[src/hw/axi_channel_slice.sv]
module axi_channel_slice #(
  parameter type payload_t = logic
) (
  input  logic     clock,
  input  logic     reset,

  input  logic     in_valid,
  output logic     in_ready,
  input  payload_t in_data,

  output logic     out_valid,
  input  logic     out_ready,
  output payload_t out_data
);

  logic     skid_valid;
  payload_t skid_data;
  logic     load_out;
  logic     in_fire;

  // ready only depends on the skid flop.
  assign in_ready = ~skid_valid;
  assign in_fire  = in_valid & in_ready;

  // output register is free or drains this cycle.
  assign load_out = ~out_valid | out_ready;

  always_ff @(posedge clock) begin
    if (reset) begin
      out_valid  <= 1'b0;
      skid_valid <= 1'b0;
    end else if (load_out) begin
      out_valid  <= skid_valid | in_valid;
      skid_valid <= 1'b0;
    end else if (in_fire) begin
      skid_valid <= 1'b1;
    end
  end

  always_ff @(posedge clock) begin
    if (load_out) begin
      out_data <= skid_valid ? skid_data : in_data;
    end else if (in_fire) begin
      skid_data <= in_data;
    end
  end

endmodule

[config.mk]
export PLATFORM = sky130hd
export DESIGN_NAME = axi_channel_slice
export DESIGN_NICKNAME = d
export VERILOG_FILES = /design/src/hw/axi_channel_slice.sv
export SDC_FILE = /design/constraint.sdc
export NUM_CORES = 1
export LEC_CHECK = 0
export ABC_AREA = 1
export ABC_CLOCK_PERIOD_IN_PS = 1200
export BUFFER_PORTS_ARGS = -buffer_cell sky130_fd_sc_hd__buf_2
export CORE_AREA = 10 10 47 49
export CTS_CLUSTER_SIZE = 12
export DETAILED_ROUTE_END_ITERATION = 7
export DIE_AREA = 0 0 57 59
export PLACE_DENSITY_LB_ADDON = 0.1
export SLEW_MARGIN = 10
export SYNTH_ARGS = -nofsm -noshare
export SYNTH_HDL_FRONTEND = slang
export SYNTH_SLANG_ARGS = --single-unit
export TNS_END_PERCENT = 5
[constraint.sdc]
create_clock -name clock -period 1.2 [get_ports clock]
set_clock_uncertainty 0.15 [all_clocks]
set_input_delay 0.24 -clock clock [delete_from_list [all_inputs] [get_ports clock]]
set_output_delay 0.24 -clock clock [all_outputs]
set_load 0.005 [all_outputs]
==> results.toml, run 1 <==
[status]
status = "complete, no violations"

[synthesis]
ys_ff_latch = 4
synth_edf_count = 2
synth.area.top_cells = "edfxtp_1, dfxtp_1, nand2_1"
yosys_warnings = 0
synth_cell_types = 8
synth_commonest_cells = "nand2_1, nor2_1, dfxtp_1, edfxtp_1, inv_1"
syn-num-nets = 23
netlist_area_um2 = 155
async_flop_share_pct = 0
seq_area_frac_synth_pct = 64.5
ys.flop_type = "edfxtp_1"
syn_avg_cell_area_um2 = 8.62
synth_top_area_cell = "edfxtp_1"
post-synth-top-count-cell = "nand2_1"
synth_top_area_share_pct = 38.7
syn-instance-count = 18

[timing]
max_freq_ghz = 0.878
setup_viol = 0
hold_viol = 0
finalSetupTns_ns = 0
worst_pin_slew_ns = 0.107
slew_violations = 0
rsz0062_at_grt = "false"
fin_crit_sh_pct = 94.9
max_slew_margin_pct = 92.8
fin_crit_ns = 1.14

[route]
route.met2.wl_um = 222
vias = 150
postRouteAntennaNets = 0
wl_met1_um = 117
wl_um = 395
drt_iter0_markers = 3
vias_per_cell = 3.33
wl_per_cell_um = 8.78
drc = 0
routed.top_layer = "met4"
firstDrtPassIters = 4
wl_met3_um = 45

[setup_path]
slowest_delay_ns = 0.35
cp-end-kind = "output port"
cp.required_ns = 0.81
path_cells = "inv_2, buf_2"
slowest_stage = "dfxtp_2"
cp_data_arrival_time_ns = 0.75
startpoint_type = "flip-flop"
crit_type = "flip-flop to output port"
path_max_fanout = 4

[floorplan]
initial_core_util_pct = 11.1
coreArea_mm2 = 0.00140
rows = 14
ios = 8
dieWidth_um = 57
die_height_um = 59
fp.dieArea_mm2 = 0.00336

[global_routing]
grt_pass1_wl_um = 662
grt_usage_pct = 3.03
antenna_found_initial = 0
grt_overflow = 0
grt_start_max_net_pins = 5
grt_pass1_vias = 162

[layout]
diodes = 0
final_net_count = 35
drive_above_1_share_pct = 41.4
fin_util_pct = 17.0
fin_cells = 45
area_growth_pct = 53.2
finalInstanceArea_um2 = 238
nFillCells = 166

[min_path]
hold_class = "primary input to flip-flop"

[clock_tree]
cts-buffers-inserted = 3
root_buffer = "clkbuf_4"
cts_tree = "built"
htreeDepth = 1
clkTransAtPathRegs_ns = 0.04
cts_sinks = 4
clock_latency_ns = 0.24
clock_path_buffers = 2
postCtsSetupBuffers = 0

[place]
placed_cells = 41
place_area_um2 = 210
globalplace.congestion = 0.676
hpwlAfterDp_um = 320
numPortBuffers = 7

[pwr]
p_leak_uw = 0.000117
powerDensity_mw_per_mm2 = 1550
p_total_uw = 369
ir_drop_uv = 504

[flow_run]
cap_violations = 0
==> cell type report <==
cell class	count	area (µm²)	area share (%)
Clock buffer	4	26.3	11.1
Inverter	3	11.3	4.74
Multi-Input combinational cell	11	43.8	18.4
Sequential cell	4	101	42.6
Tap cell	16	20.0	8.42
Timing Repair Buffer	7	35.0	14.7
==> per-stage QoR <==
stage / setup slack (ns) / hold WS (ns)
after floorplan: 0.236 / 0.189
after global placement: 0.156 / 0.285
after detailed placement: 0.169 / 0.291
after CTS: 0.0451 / 0.0437
after global routing: 0.0121 / 0.0434
final: 0.0611 / 0.0512
==> placed cells by master, fill, tap and decap left out <==
| master | n |
|---|---|
| clkbuf_1 | 1 |
| dfxtp_1 | 1 |
| inv_1 | 2 |
| buf_2 | 7 |
| dfxtp_2 | 1 |
| clkbuf_4 | 3 |
| nand3_1 | 1 |
| nand2_1 | 6 |
| inv_2 | 1 |
| nor2_1 | 3 |
| o21ai_1 | 1 |
| edfxtp_1 | 2 |
==> layer usage <==
| metal | vias to the layer above | track usage [%] |
|---|---|---|
| li1 | 76 | - |
| met1 | 67 | 1.78 |
| met2 | 5 | 4.19 |
| met3 | 2 | 3.43 |
| met4 | 0 | 4.03 |
| met5 | - | 0 |
==> worst max-delay path, delay by kind of cell, from the launching register on <==
| family | cells | cell delay [ns] |
|---|---|---|
| DFF | 1 | 0.35 |
| buffers and inverters | 2 | 0.17 |
==> power breakdown <==
| part | internal [µW] | total, µW | switching (µW) | leakage [µW] |
|---|---|---|---|---|
| clock network | 125 | 186 | 60.7 | 0.0000150 |
| logic | 13.2 | 26.8 | 13.6 | 0.0000653 |
| registers | 152 | 156 | 3.53 | 0.0000364 |
| total | 291 | 369 | 77.9 | 0.000117 |
==> path summary, 6_finish.rpt <==
kind	from	slack, ns	endpoint	depth (start not counted)
worst min register to register	out_valid$_SDFFE_PP0P_	0.34	skid_valid$_SDFFE_PP0P_	2
worst max register to register	out_valid$_SDFFE_PP0P_	0.23	skid_data$_DFFE_PP_	2
worst max-delay path	skid_valid$_SDFFE_PP0P_	0.06	in_ready	2
worst min-delay path	in_data	0.05	skid_data$_DFFE_PP_	1
==> registers in the layout, summed over array words and instances (netlist names) <==
| name | flops |
|---|---|
| skid_valid | 1 |
| out_valid | 1 |
| out_data | 1 |
| skid_data | 1 |
==> repair_timing <==
| action | CTS | global route |
|---|---|---|
| setup endpoints to repair | 1 | 0 |
| gates resized for setup | 1 | 0 |
| hold buffers | 0 | 0 |
| endpoints found under the hold margin | 0 | 0 |
==> logic make-up after synthesis <==
group	Yosys count	share of synthesized area, %
AO/OA/AOI/OAI	1	3.22
buffers and inverters	3	7.26
flip-flops	4	64.5
AND/OR/NAND/NOR	10	25.0
(Power assumes the default switching activity.)
==> run 2: changes to the inputs <==
- GPL_TIMING_DRIVEN: not set -> 0
- SETUP_SLACK_MARGIN: not set -> 0.2
==> results.toml, run 2 (synthesized netlist as in run 1, its figures left out) <==
[clock_tree]
cts_tree = "built"
clock_latency_ns = 0.23
clock_path_buffers = 2
root_buffer = "clkbuf_4"
clkTransAtPathRegs_ns = 0.04
cts_sinks = 4
htreeDepth = 1
cts-buffers-inserted = 3

[global_routing]
grt_pass1_vias = 167
grt_start_max_net_pins = 4
grt_overflow = 0
grt_pass1_wl_um = 690
grt_usage_pct = 2.98
antenna_found_initial = 0

[timing]
max_freq_ghz = 0.900
fin_crit_sh_pct = 92.6
hold_viol = 0
slew_violations = 0
fin_crit_ns = 1.11
setup_viol = 0
max_slew_margin_pct = 93.1
rsz0062_at_grt = "true"
finalSetupTns_ns = 0
worst_pin_slew_ns = 0.103

[pwr]
p_switching_uw = 75.8
powerDensity_mw_per_mm2 = 1500
p_leak_uw = 0.000122
power_frac_seq_pct = 42.3
swShare_pct = 20.6
pwr-share-clk_pct = 49.9
comb_power_share_pct = 7.8
power.internal_uw = 292
ir_drop_uv = 693

[setup_path]
path_cells = "buf_2"
cp.required_ns = 0.81
worst-path-buf-inv = 1
cp_data_arrival_time_ns = 0.72
cp_top_family = "flip-flops"
slowest_delay_ns = 0.35
crit_type = "flip-flop to output port"
cp-end-kind = "output port"
path_max_fanout = 1
slowest_stage = "edfxtp_1"
startpoint_type = "flip-flop"

[min_path]
hold_class = "primary input to flip-flop"

[floorplan]
fp.dieArea_mm2 = 0.00336
die_height_um = 59
dieWidth_um = 57
coreArea_mm2 = 0.00140
ios = 8
rows = 14
initial_core_util_pct = 11.1

[layout]
layout_common_cells = "buf_2, nand2_1, nor2_1, clkbuf_4"
layout_commonest_cell = "buf_2"
fin_cells = 46
area_growth_pct = 58.1
final_net_count = 36
diodes = 0
drive_above_1_share_pct = 43.3

[place]
placed_cells = 41
globalplace.congestion = 0.682
numPortBuffers = 7
hpwlAfterDp_um = 310

[route]
drt_iter0_markers = 0
wl_um = 404
firstDrtPassIters = 1
vias_per_cell = 3.41
postRouteAntennaNets = 0
drc = 0
wl_per_cell_um = 8.78
vias = 157

[status]
status = "complete, no violations"

[flow_run]
cap_violations = 0
run 2: cell types whose count changed in the layout (fill, tap and decap cells not counted):
cell   before  now
buf_4       0    1
run 2: area by class of cell:
cell class,count,area [µm²]
Timing Repair Buffer,8,42.5
Tap cell,16,20.0
Clock buffer,4,26.3
Multi-Input combinational cell,11,43.8
Fill cell,171,1160
Sequential cell,4,101
Inverter,3,11.3
run 2: path summary, 6_finish.rpt:
path                               start  slack [ns]  cells after the start                       to
setup / recovery      out_data$_DFFE_PP_        0.09                      1                 out_data
hold / removal                   in_data        0.05                      1      skid_data$_DFFE_PP_
setup reg to reg  out_valid$_SDFFE_PP0P_        0.24                      2      skid_data$_DFFE_PP_
hold reg to reg   out_valid$_SDFFE_PP0P_        0.34                      2  skid_valid$_SDFFE_PP0P_
run 2: metrics by stage:
| stage | utilization [%] | power (µW) | setup slack [ns] | hold slack, ns | cell area [µm²] |
|---|---|---|---|---|---|
| floorplan | - | 169 | 0.236 | 0.189 | 155 |
| global placement | 15.0 | 185 | 0.158 | 0.285 | 210 |
| detailed placement | 15.0 | 185 | 0.170 | 0.291 | 210 |
| CTS | 17.5 | 377 | 0.0709 | 0.0401 | 245 |
| global route | 17.5 | 395 | 0.0532 | 0.0392 | 245 |
| finish | 17.5 | 367 | 0.0888 | 0.0468 | 245 |
run 2: repair_timing:
item                       in CTS  in global routing
cloned                          0                  0
hold buffers                    0                  0
setup endpoints to repair       3                  4
buffers inserted                1                  0
gates resized for setup         1                  0
pin swaps                       0                  0
run 2: power by group through the flow:
| stage | sequential (µW) | clock [µW] | combinational, µW |
|---|---|---|---|
| 2_1_floorplan | 158 | 0 | 10.7 |
| 3_3_place_gp | 158 | 0 | 27.7 |
| 3_5_place_dp | 158 | 0 | 27.4 |
| 4_1_cts | 156 | 192 | 29.5 |
| 5_1_grt | 156 | 206 | 32.5 |
| 6_report | 155 | 183 | 28.5 |
run 2: routing by layer:
metal / track usage [%] / share of wire (%)
met5: 0 / 0
met4: 2.01 / 0
met3: 4.08 / 12
met2: 4.34 / 56
met1: 1.90 / 32
