==> src/hw/lsu_settings.svh <==
`ifndef LSU_SETTINGS_SVH
`define LSU_SETTINGS_SVH

// ====================
// datapath widths.

// register and bus data width.
`define LSU_XLEN 32

// byte address width on the AXI side.
`define LSU_ADDR_W 32

// ====================
// memory and bus.

// default depth of the test memory, in words.
`define LSU_MEM_WORDS 256

// AXI transaction id width.
`define LSU_ID_W 4

`endif

==> src/hw/lsu_pkg.sv <==
`include "lsu_settings.svh"

package lsu_pkg;

  // same bit order as the core's 4-bit ls code.
  typedef struct packed {
    logic       store;
    logic       is_signed;
    logic [1:0] size;
  } ls_op_t;

  typedef struct packed {
    ls_op_t                 op;
    logic [`LSU_ADDR_W-1:0] addr;
    logic [`LSU_XLEN-1:0]   wdata;
  } lsu_req_t;

  // ====================
  // AXI channel payloads.

  typedef struct packed {
    logic [`LSU_ID_W-1:0]   id;
    logic [`LSU_ADDR_W-1:0] addr;
    logic [7:0]             len;
    logic [2:0]             size;
    logic [1:0]             burst;
  } axi_ar_t;

  // write address has the same fields.
  typedef axi_ar_t axi_aw_t;

  typedef struct packed {
    logic [`LSU_XLEN-1:0]   data;
    logic [`LSU_XLEN/8-1:0] strb;
    logic                   last;
  } axi_w_t;

  typedef struct packed {
    logic [`LSU_ID_W-1:0] id;
    logic [`LSU_XLEN-1:0] data;
    logic [1:0]           resp;
    logic                 last;
  } axi_r_t;

  typedef struct packed {
    logic [`LSU_ID_W-1:0] id;
    logic [1:0]           resp;
  } axi_b_t;

endpackage

==> src/hw/lsu.sv <==
module lsu import lsu_pkg::*; (
  input  logic        clock,
  input  logic        reset,

  input  logic        in_valid,
  output logic        in_ready,
  input  lsu_req_t    req,

  input  logic        out_ready,
  output logic        out_valid,
  output logic [31:0] out_rdata,

  output logic        ar_valid,
  input  logic        ar_ready,
  output axi_ar_t     ar,
  input  logic        r_valid,
  output logic        r_ready,
  input  axi_r_t      r,

  output logic        aw_valid,
  input  logic        aw_ready,
  output axi_aw_t     aw,
  output logic        w_valid,
  input  logic        w_ready,
  output axi_w_t      w,
  input  logic        b_valid,
  output logic        b_ready
);

  typedef enum logic [2:0] {
    ST_IDLE,
    ST_HOLD,
    ST_LOAD_REQ,
    ST_LOAD_RESP,
    ST_STORE_REQ,
    ST_STORE_ADDR,
    ST_STORE_DATA,
    ST_STORE_RESP
  } state_t;

  state_t      state;
  state_t      state_next;
  state_t      first_state;
  lsu_req_t    cur;
  logic [31:0] load_val;
  logic        in_fire;
  logic [4:0]  shamt;
  logic [31:0] rdata_shifted;
  logic [31:0] rdata_ext;
  logic [31:0] wdata_shifted;
  logic [3:0]  size_mask;
  logic [3:0]  wstrb;

  assign in_ready    = (state == ST_IDLE) | ((state == ST_HOLD) & out_ready);
  assign in_fire     = in_valid & in_ready;
  assign first_state = req.op.store ? ST_STORE_REQ : ST_LOAD_REQ;

  always_ff @(posedge clock) begin
    if (reset) begin
      state <= ST_IDLE;
    end else begin
      state <= state_next;
    end
  end

  always_ff @(posedge clock) begin
    if (in_fire) begin
      cur <= req;
    end
    if ((state == ST_LOAD_RESP) & r_valid) begin
      load_val <= rdata_ext;
    end
  end

  always_comb begin
    state_next = state;
    case (state)
      ST_IDLE: begin
        if (in_valid) state_next = first_state;
      end
      // back-to-back request skips idle.
      ST_HOLD: begin
        if (out_ready) state_next = in_valid ? first_state : ST_IDLE;
      end
      ST_LOAD_REQ: begin
        if (ar_ready) state_next = ST_LOAD_RESP;
      end
      ST_LOAD_RESP: begin
        if (r_valid) state_next = ST_HOLD;
      end
      ST_STORE_REQ: begin
        if (aw_ready & w_ready) state_next = ST_STORE_RESP;
        else if (aw_ready) state_next = ST_STORE_DATA;
        else if (w_ready) state_next = ST_STORE_ADDR;
      end
      ST_STORE_ADDR: begin
        if (aw_ready) state_next = ST_STORE_RESP;
      end
      ST_STORE_DATA: begin
        if (w_ready) state_next = ST_STORE_RESP;
      end
      ST_STORE_RESP: begin
        if (b_valid) state_next = ST_HOLD;
      end
      default: state_next = ST_IDLE;
    endcase
  end

  assign out_valid = state == ST_HOLD;
  assign out_rdata = load_val;

  // byte offset in bits.
  assign shamt = {cur.addr[1:0], 3'b000};

  // ====================
  // load path.

  assign ar_valid = state == ST_LOAD_REQ;
  assign ar       = '{id: '0, addr: cur.addr, len: 8'd0, size: {1'b0, cur.op.size},
                      burst: 2'b00};
  assign r_ready  = state == ST_LOAD_RESP;

  assign rdata_shifted = r.data >> shamt;

  always_comb begin
    case (cur.op.size)
      2'd0:    rdata_ext = {{24{rdata_shifted[7] & cur.op.is_signed}}, rdata_shifted[7:0]};
      2'd1:    rdata_ext = {{16{rdata_shifted[15] & cur.op.is_signed}}, rdata_shifted[15:0]};
      default: rdata_ext = rdata_shifted;
    endcase
  end

  // ====================
  // store path.

  always_comb begin
    case (cur.op.size)
      2'd0:    size_mask = 4'b0001;
      2'd1:    size_mask = 4'b0011;
      2'd2:    size_mask = 4'b1111;
      default: size_mask = 4'b0000;
    endcase
  end

  // bytes past the word boundary fall off here.
  assign wdata_shifted = cur.wdata << shamt;
  assign wstrb         = size_mask << cur.addr[1:0];

  assign aw_valid = (state == ST_STORE_REQ) | (state == ST_STORE_ADDR);
  assign aw       = '{id: '0, addr: cur.addr, len: 8'd0, size: {1'b0, cur.op.size},
                      burst: 2'b00};
  assign w_valid  = (state == ST_STORE_REQ) | (state == ST_STORE_DATA);
  assign w        = '{data: wdata_shifted, strb: wstrb, last: 1'b1};
  assign b_ready  = state == ST_STORE_RESP;

endmodule

==> config.mk <==
export PLATFORM = sky130hd
export DESIGN_NAME = lsu
export DESIGN_NICKNAME = d
export VERILOG_FILES = /design/src/hw/lsu_pkg.sv /design/src/hw/lsu.sv
export VERILOG_INCLUDE_DIRS = /design/src /design/src/hw
export SDC_FILE = /design/constraint.sdc
export NUM_CORES = 1
export LEC_CHECK = 0
export ABC_AREA = 1
export BUFFER_PORTS_ARGS = -buffer_cell sky130_fd_sc_hd__buf_2
export CORE_AREA = 2 2 112 114
export CTS_CLUSTER_DIAMETER = 40
export DETAILED_ROUTE_END_ITERATION = 12
export DIE_AREA = 0 0 114 116
export HOLD_SLACK_MARGIN = 0.06
export PLACE_DENSITY = 0.79
export SETUP_SLACK_MARGIN = 0.05
export SLEW_MARGIN = 20
export SYNTH_ARGS = -nofsm -noshare
export SYNTH_HDL_FRONTEND = slang
export SYNTH_SLANG_ARGS = --single-unit
==> constraint.sdc <==
create_clock -name clock -period 8.5 [get_ports clock]
set_input_delay 0.425 -clock clock [delete_from_list [all_inputs] [get_ports clock]]
set_output_delay 0.425 -clock clock [all_outputs]
set_load 0.01 [all_outputs]
==> flow_summary.json <==
{
  "worst-endpoint-arrival_ps": 2110,
  "numCtsBuffers": 9,
  "grt_use_met1_pct": 20.4,
  "dr.pass1.iters": 4,
  "min_period_ps": 2530,
  "finalWeightedCongestion": 0.864,
  "grt_max_degree": 68,
  "outcome": "finished clean",
  "commonest_non_fill_non_tap_cell_in_the_layout": "sky130_fd_sc_hd__buf_2",
  "timing.max_slew.rel_slack_pct": 40.2,
  "cellLeakagePower_nw": 2.98,
  "antenna_found_initial": 0,
  "finalHoldViolCount": 0,
  "drt_iter0_drc": 209,
  "fin_tns_setup_ps": 0,
  "fin_area_mm2": 0.00640,
  "clock.fmax_mhz": 395,
  "worst_margin_slew_ps": 897,
  "cts_repair_resize_count": 0,
  "synth-seq-area-share_pct": 56.2,
  "cap_viol_max_count": 0,
  "die-area_mm2": 0.0132,
  "clk_latency_ps": 340,
  "postRouteWirelength_um": 12400,
  "grt_use_total_pct": 18.3,
  "number_of_flops_mapped_to_enable_cells_by_yosys": 99,
  "final_layout_size_suffix_gt1_share_pct": 42.0,
  "tritoncts_clock_tree": "yes",
  "route.vias.total": 3968,
  "pwr-share-clk_pct": 23.6,
  "drc_markers": 0,
  "setup_viol": 0,
  "hold_class": "in -> reg",
  "skew_ps": 6.71,
  "synth_flop_cell": "sky130_fd_sc_hd__edfxtp_1",
  "antenna_violating_nets_post_route": 0,
  "numPortBuffers": 251,
  "worstPathMaxFanout": 57,
  "cts-htree-levels": 3,
  "detailed_place_hpwl_um": 9230,
  "share_of_synthesized_registers_carrying_an_async_set_or_reset_pct": 0,
  "path_class": "reg -> out",
  "area_growth_pct": 18.6,
  "postSynthAreaPerCell_um2": 10.6,
  "met3_demand_to_capacity_share_in_global_routing_pct": 4.97,
  "grt_pass1_wl_um": 18500,
  "syn_inst": 508,
  "start_util_pct": 45.3,
  "final.period_utilization_pct": 29.8,
  "grt_busiest_layer": "met2",
  "mappedNetlistArea_mm2": 0.00540,
  "design.final.nets": 798,
  "post_dp_cell_area_mm2": 0.00609,
  "die_w_um": 114,
  "sequential_power_share_pct": 41.1,
  "path_clk_slew_ps": 80,
  "clockRootBuffer": "sky130_fd_sc_hd__clkbuf_16",
  "core_mm2": 0.0119,
  "worst-endpoint-required_ps": 8080,
  "gr-total-overflow": 0,
  "cts_post_setup_buffers_inserted": 0,
  "synth.lib_cells_used.distinct": 34,
  "grt_setup_unrepaired": "false",
  "slowest_delay_ps": 650,
  "mostFrequentLayoutCells": "251 x sky130_fd_sc_hd__buf_2, 99 x sky130_fd_sc_hd__edfxtp_1, 63 x sky130_fd_sc_hd__nand2_1",
  "route.detailed.wl_per_inst_um": 14.9,
  "crit_path_top_delay_cell": "sky130_fd_sc_hd__inv_2",
  "std_cell_rows": 40,
  "vias_in_the_first_global_route": 3709,
  "die_height_um": 116,
  "vdd.ir_drop.worst_mv": 0.207,
  "switching_share_pct": 36.5,
  "postSynthRegisterBits": 102,
  "power_per_cell_area_mw_per_mm2": 284,
  "worstPathCellList": "inv_2, o21ai_0, a22oi_1, buf_2",
  "cellInternalPower_mw": 1.15,
  "combPwrFrac_pct": 35.3,
  "route.detailed.vias_per_inst": 4.78,
  "crit_path_start_kind": "flip-flop",
  "antenna-diode-count": 0,
  "postCtsHoldBufs": 0,
  "ctsLongestPathBuffers": 2,
  "cts.sinks": 102,
  "yosysWarnings": 0,
  "crit_path_end_kind": "output pin",
  "global_route.usage.met2_pct": 32.9,
  "slew_violations": 0,
  "power_switching_mw": 0.665,
  "pin_count": 290
}
==> flip-flops by register name (all words and copies together), names as in the netlist <==
register   flops
state          3
cur           33
ar            34
out_rdata     32
==> through the flow <==
stage	std cells	power (mW)	util, %	setup slack [ps]	hold WS [ps]
finish	830	1.82	53.8	5970	248
global route	830	1.94	53.8	5770	232
CTS	830	1.84	53.8	5960	233
detailed placement	814	1.40	51.1	6380	583
global placement	814	1.39	51.1	6420	587
floorplan	537	1.28	-	4530	494
==> cell type report <==
class                   count  area [µm²]
clock buffers               9         225
clock inverters             7        87.6
fillers                  1052        5510
multi-input cells         277        1460
flip-flops and latches    102        3030
inverters                  33         126
well taps                 147         184
repair buffers            255        1290
==> critical path: cells and delay by family, from the launching register on <==
| family | cells | cell delay [ps] |
|---|---|---|
| compound gates | 2 | 460 |
| flops | 1 | 420 |
| buf+inv | 2 | 830 |
==> worst paths after layout <==
path,startpoint,endpoint,slack [ps],cells past startpoint
worst min-delay path,req[58],ar[39]$_DFFE_PP_,250,1
worst max-delay path,ar[13]$_DFFE_PP_,w[33],5970,4
worst max register to register,ar[13]$_DFFE_PP_,out_rdata[30]$_DFFE_PP_,6380,6
worst min register to register,state[1]$_SDFFE_PP0P_,state[1]$_SDFFE_PP0P_,600,2
==> routing by layer <==
layer / vias to the layer above / share of wire, %
li1: 1970 / -
met1: 1782 / 38
met2: 195 / 52
met3: 21 / 8.1
met4: 0 / 2.2
met5: - / 0
==> power groups by stage <==
stage | registers, mW | clock network (mW) | logic (mW)
after floorplan | 0.753 | 0 | 0.522
after CTS | 0.749 | 0.438 | 0.649
final | 0.748 | 0.429 | 0.643
after global placement | 0.755 | 0 | 0.638
after global routing | 0.760 | 0.460 | 0.715
after detailed placement | 0.758 | 0 | 0.646
==> kinds of logic (layout without fill, tap and decap cells) <==
logic type / count (synthesis) / count (layout) / share of synthesized area, %
buffers and inverters: 158 / 304 / 19.0
AO/OA/AOI/OAI: 114 / 114 / 12.0
flip-flops: 102 / 102 / 56.2
other: 2 / 31 / 0.139
adder cells (fa/ha/maj): 4 / 4 / 0.927
AND/OR/NAND/NOR: 115 / 115 / 9.31
multiplexers: 13 / 13 / 2.41
==> synth_stat cells, types with 3 or more instances <==
library cell / count / share of area [%]
sky130_fd_sc_hd__inv_1: 30 / 2.1
sky130_fd_sc_hd__dfxtp_1: 3 / 1.1
sky130_fd_sc_hd__buf_2: 11 / 1.0
sky130_fd_sc_hd__o211ai_1: 16 / 2.2
sky130_fd_sc_hd__nor2_1: 30 / 2.1
sky130_fd_sc_hd__nor3_1: 3 / 0.28
sky130_fd_sc_hd__mux2i_1: 13 / 2.4
sky130_fd_sc_hd__buf_4: 101 / 14
sky130_fd_sc_hd__a21oi_1: 44 / 4.1
sky130_fd_sc_hd__nand3_1: 10 / 0.93
sky130_fd_sc_hd__nand2_1: 63 / 4.4
sky130_fd_sc_hd__ha_1: 4 / 0.93
sky130_fd_sc_hd__buf_6: 5 / 1.0
sky130_fd_sc_hd__a22oi_1: 8 / 1.1
sky130_fd_sc_hd__edfxtp_1: 99 / 55
sky130_fd_sc_hd__o21ai_0: 39 / 3.6
sky130_fd_sc_hd__clkbuf_1: 6 / 0.42
(Power assumes the default switching activity.)
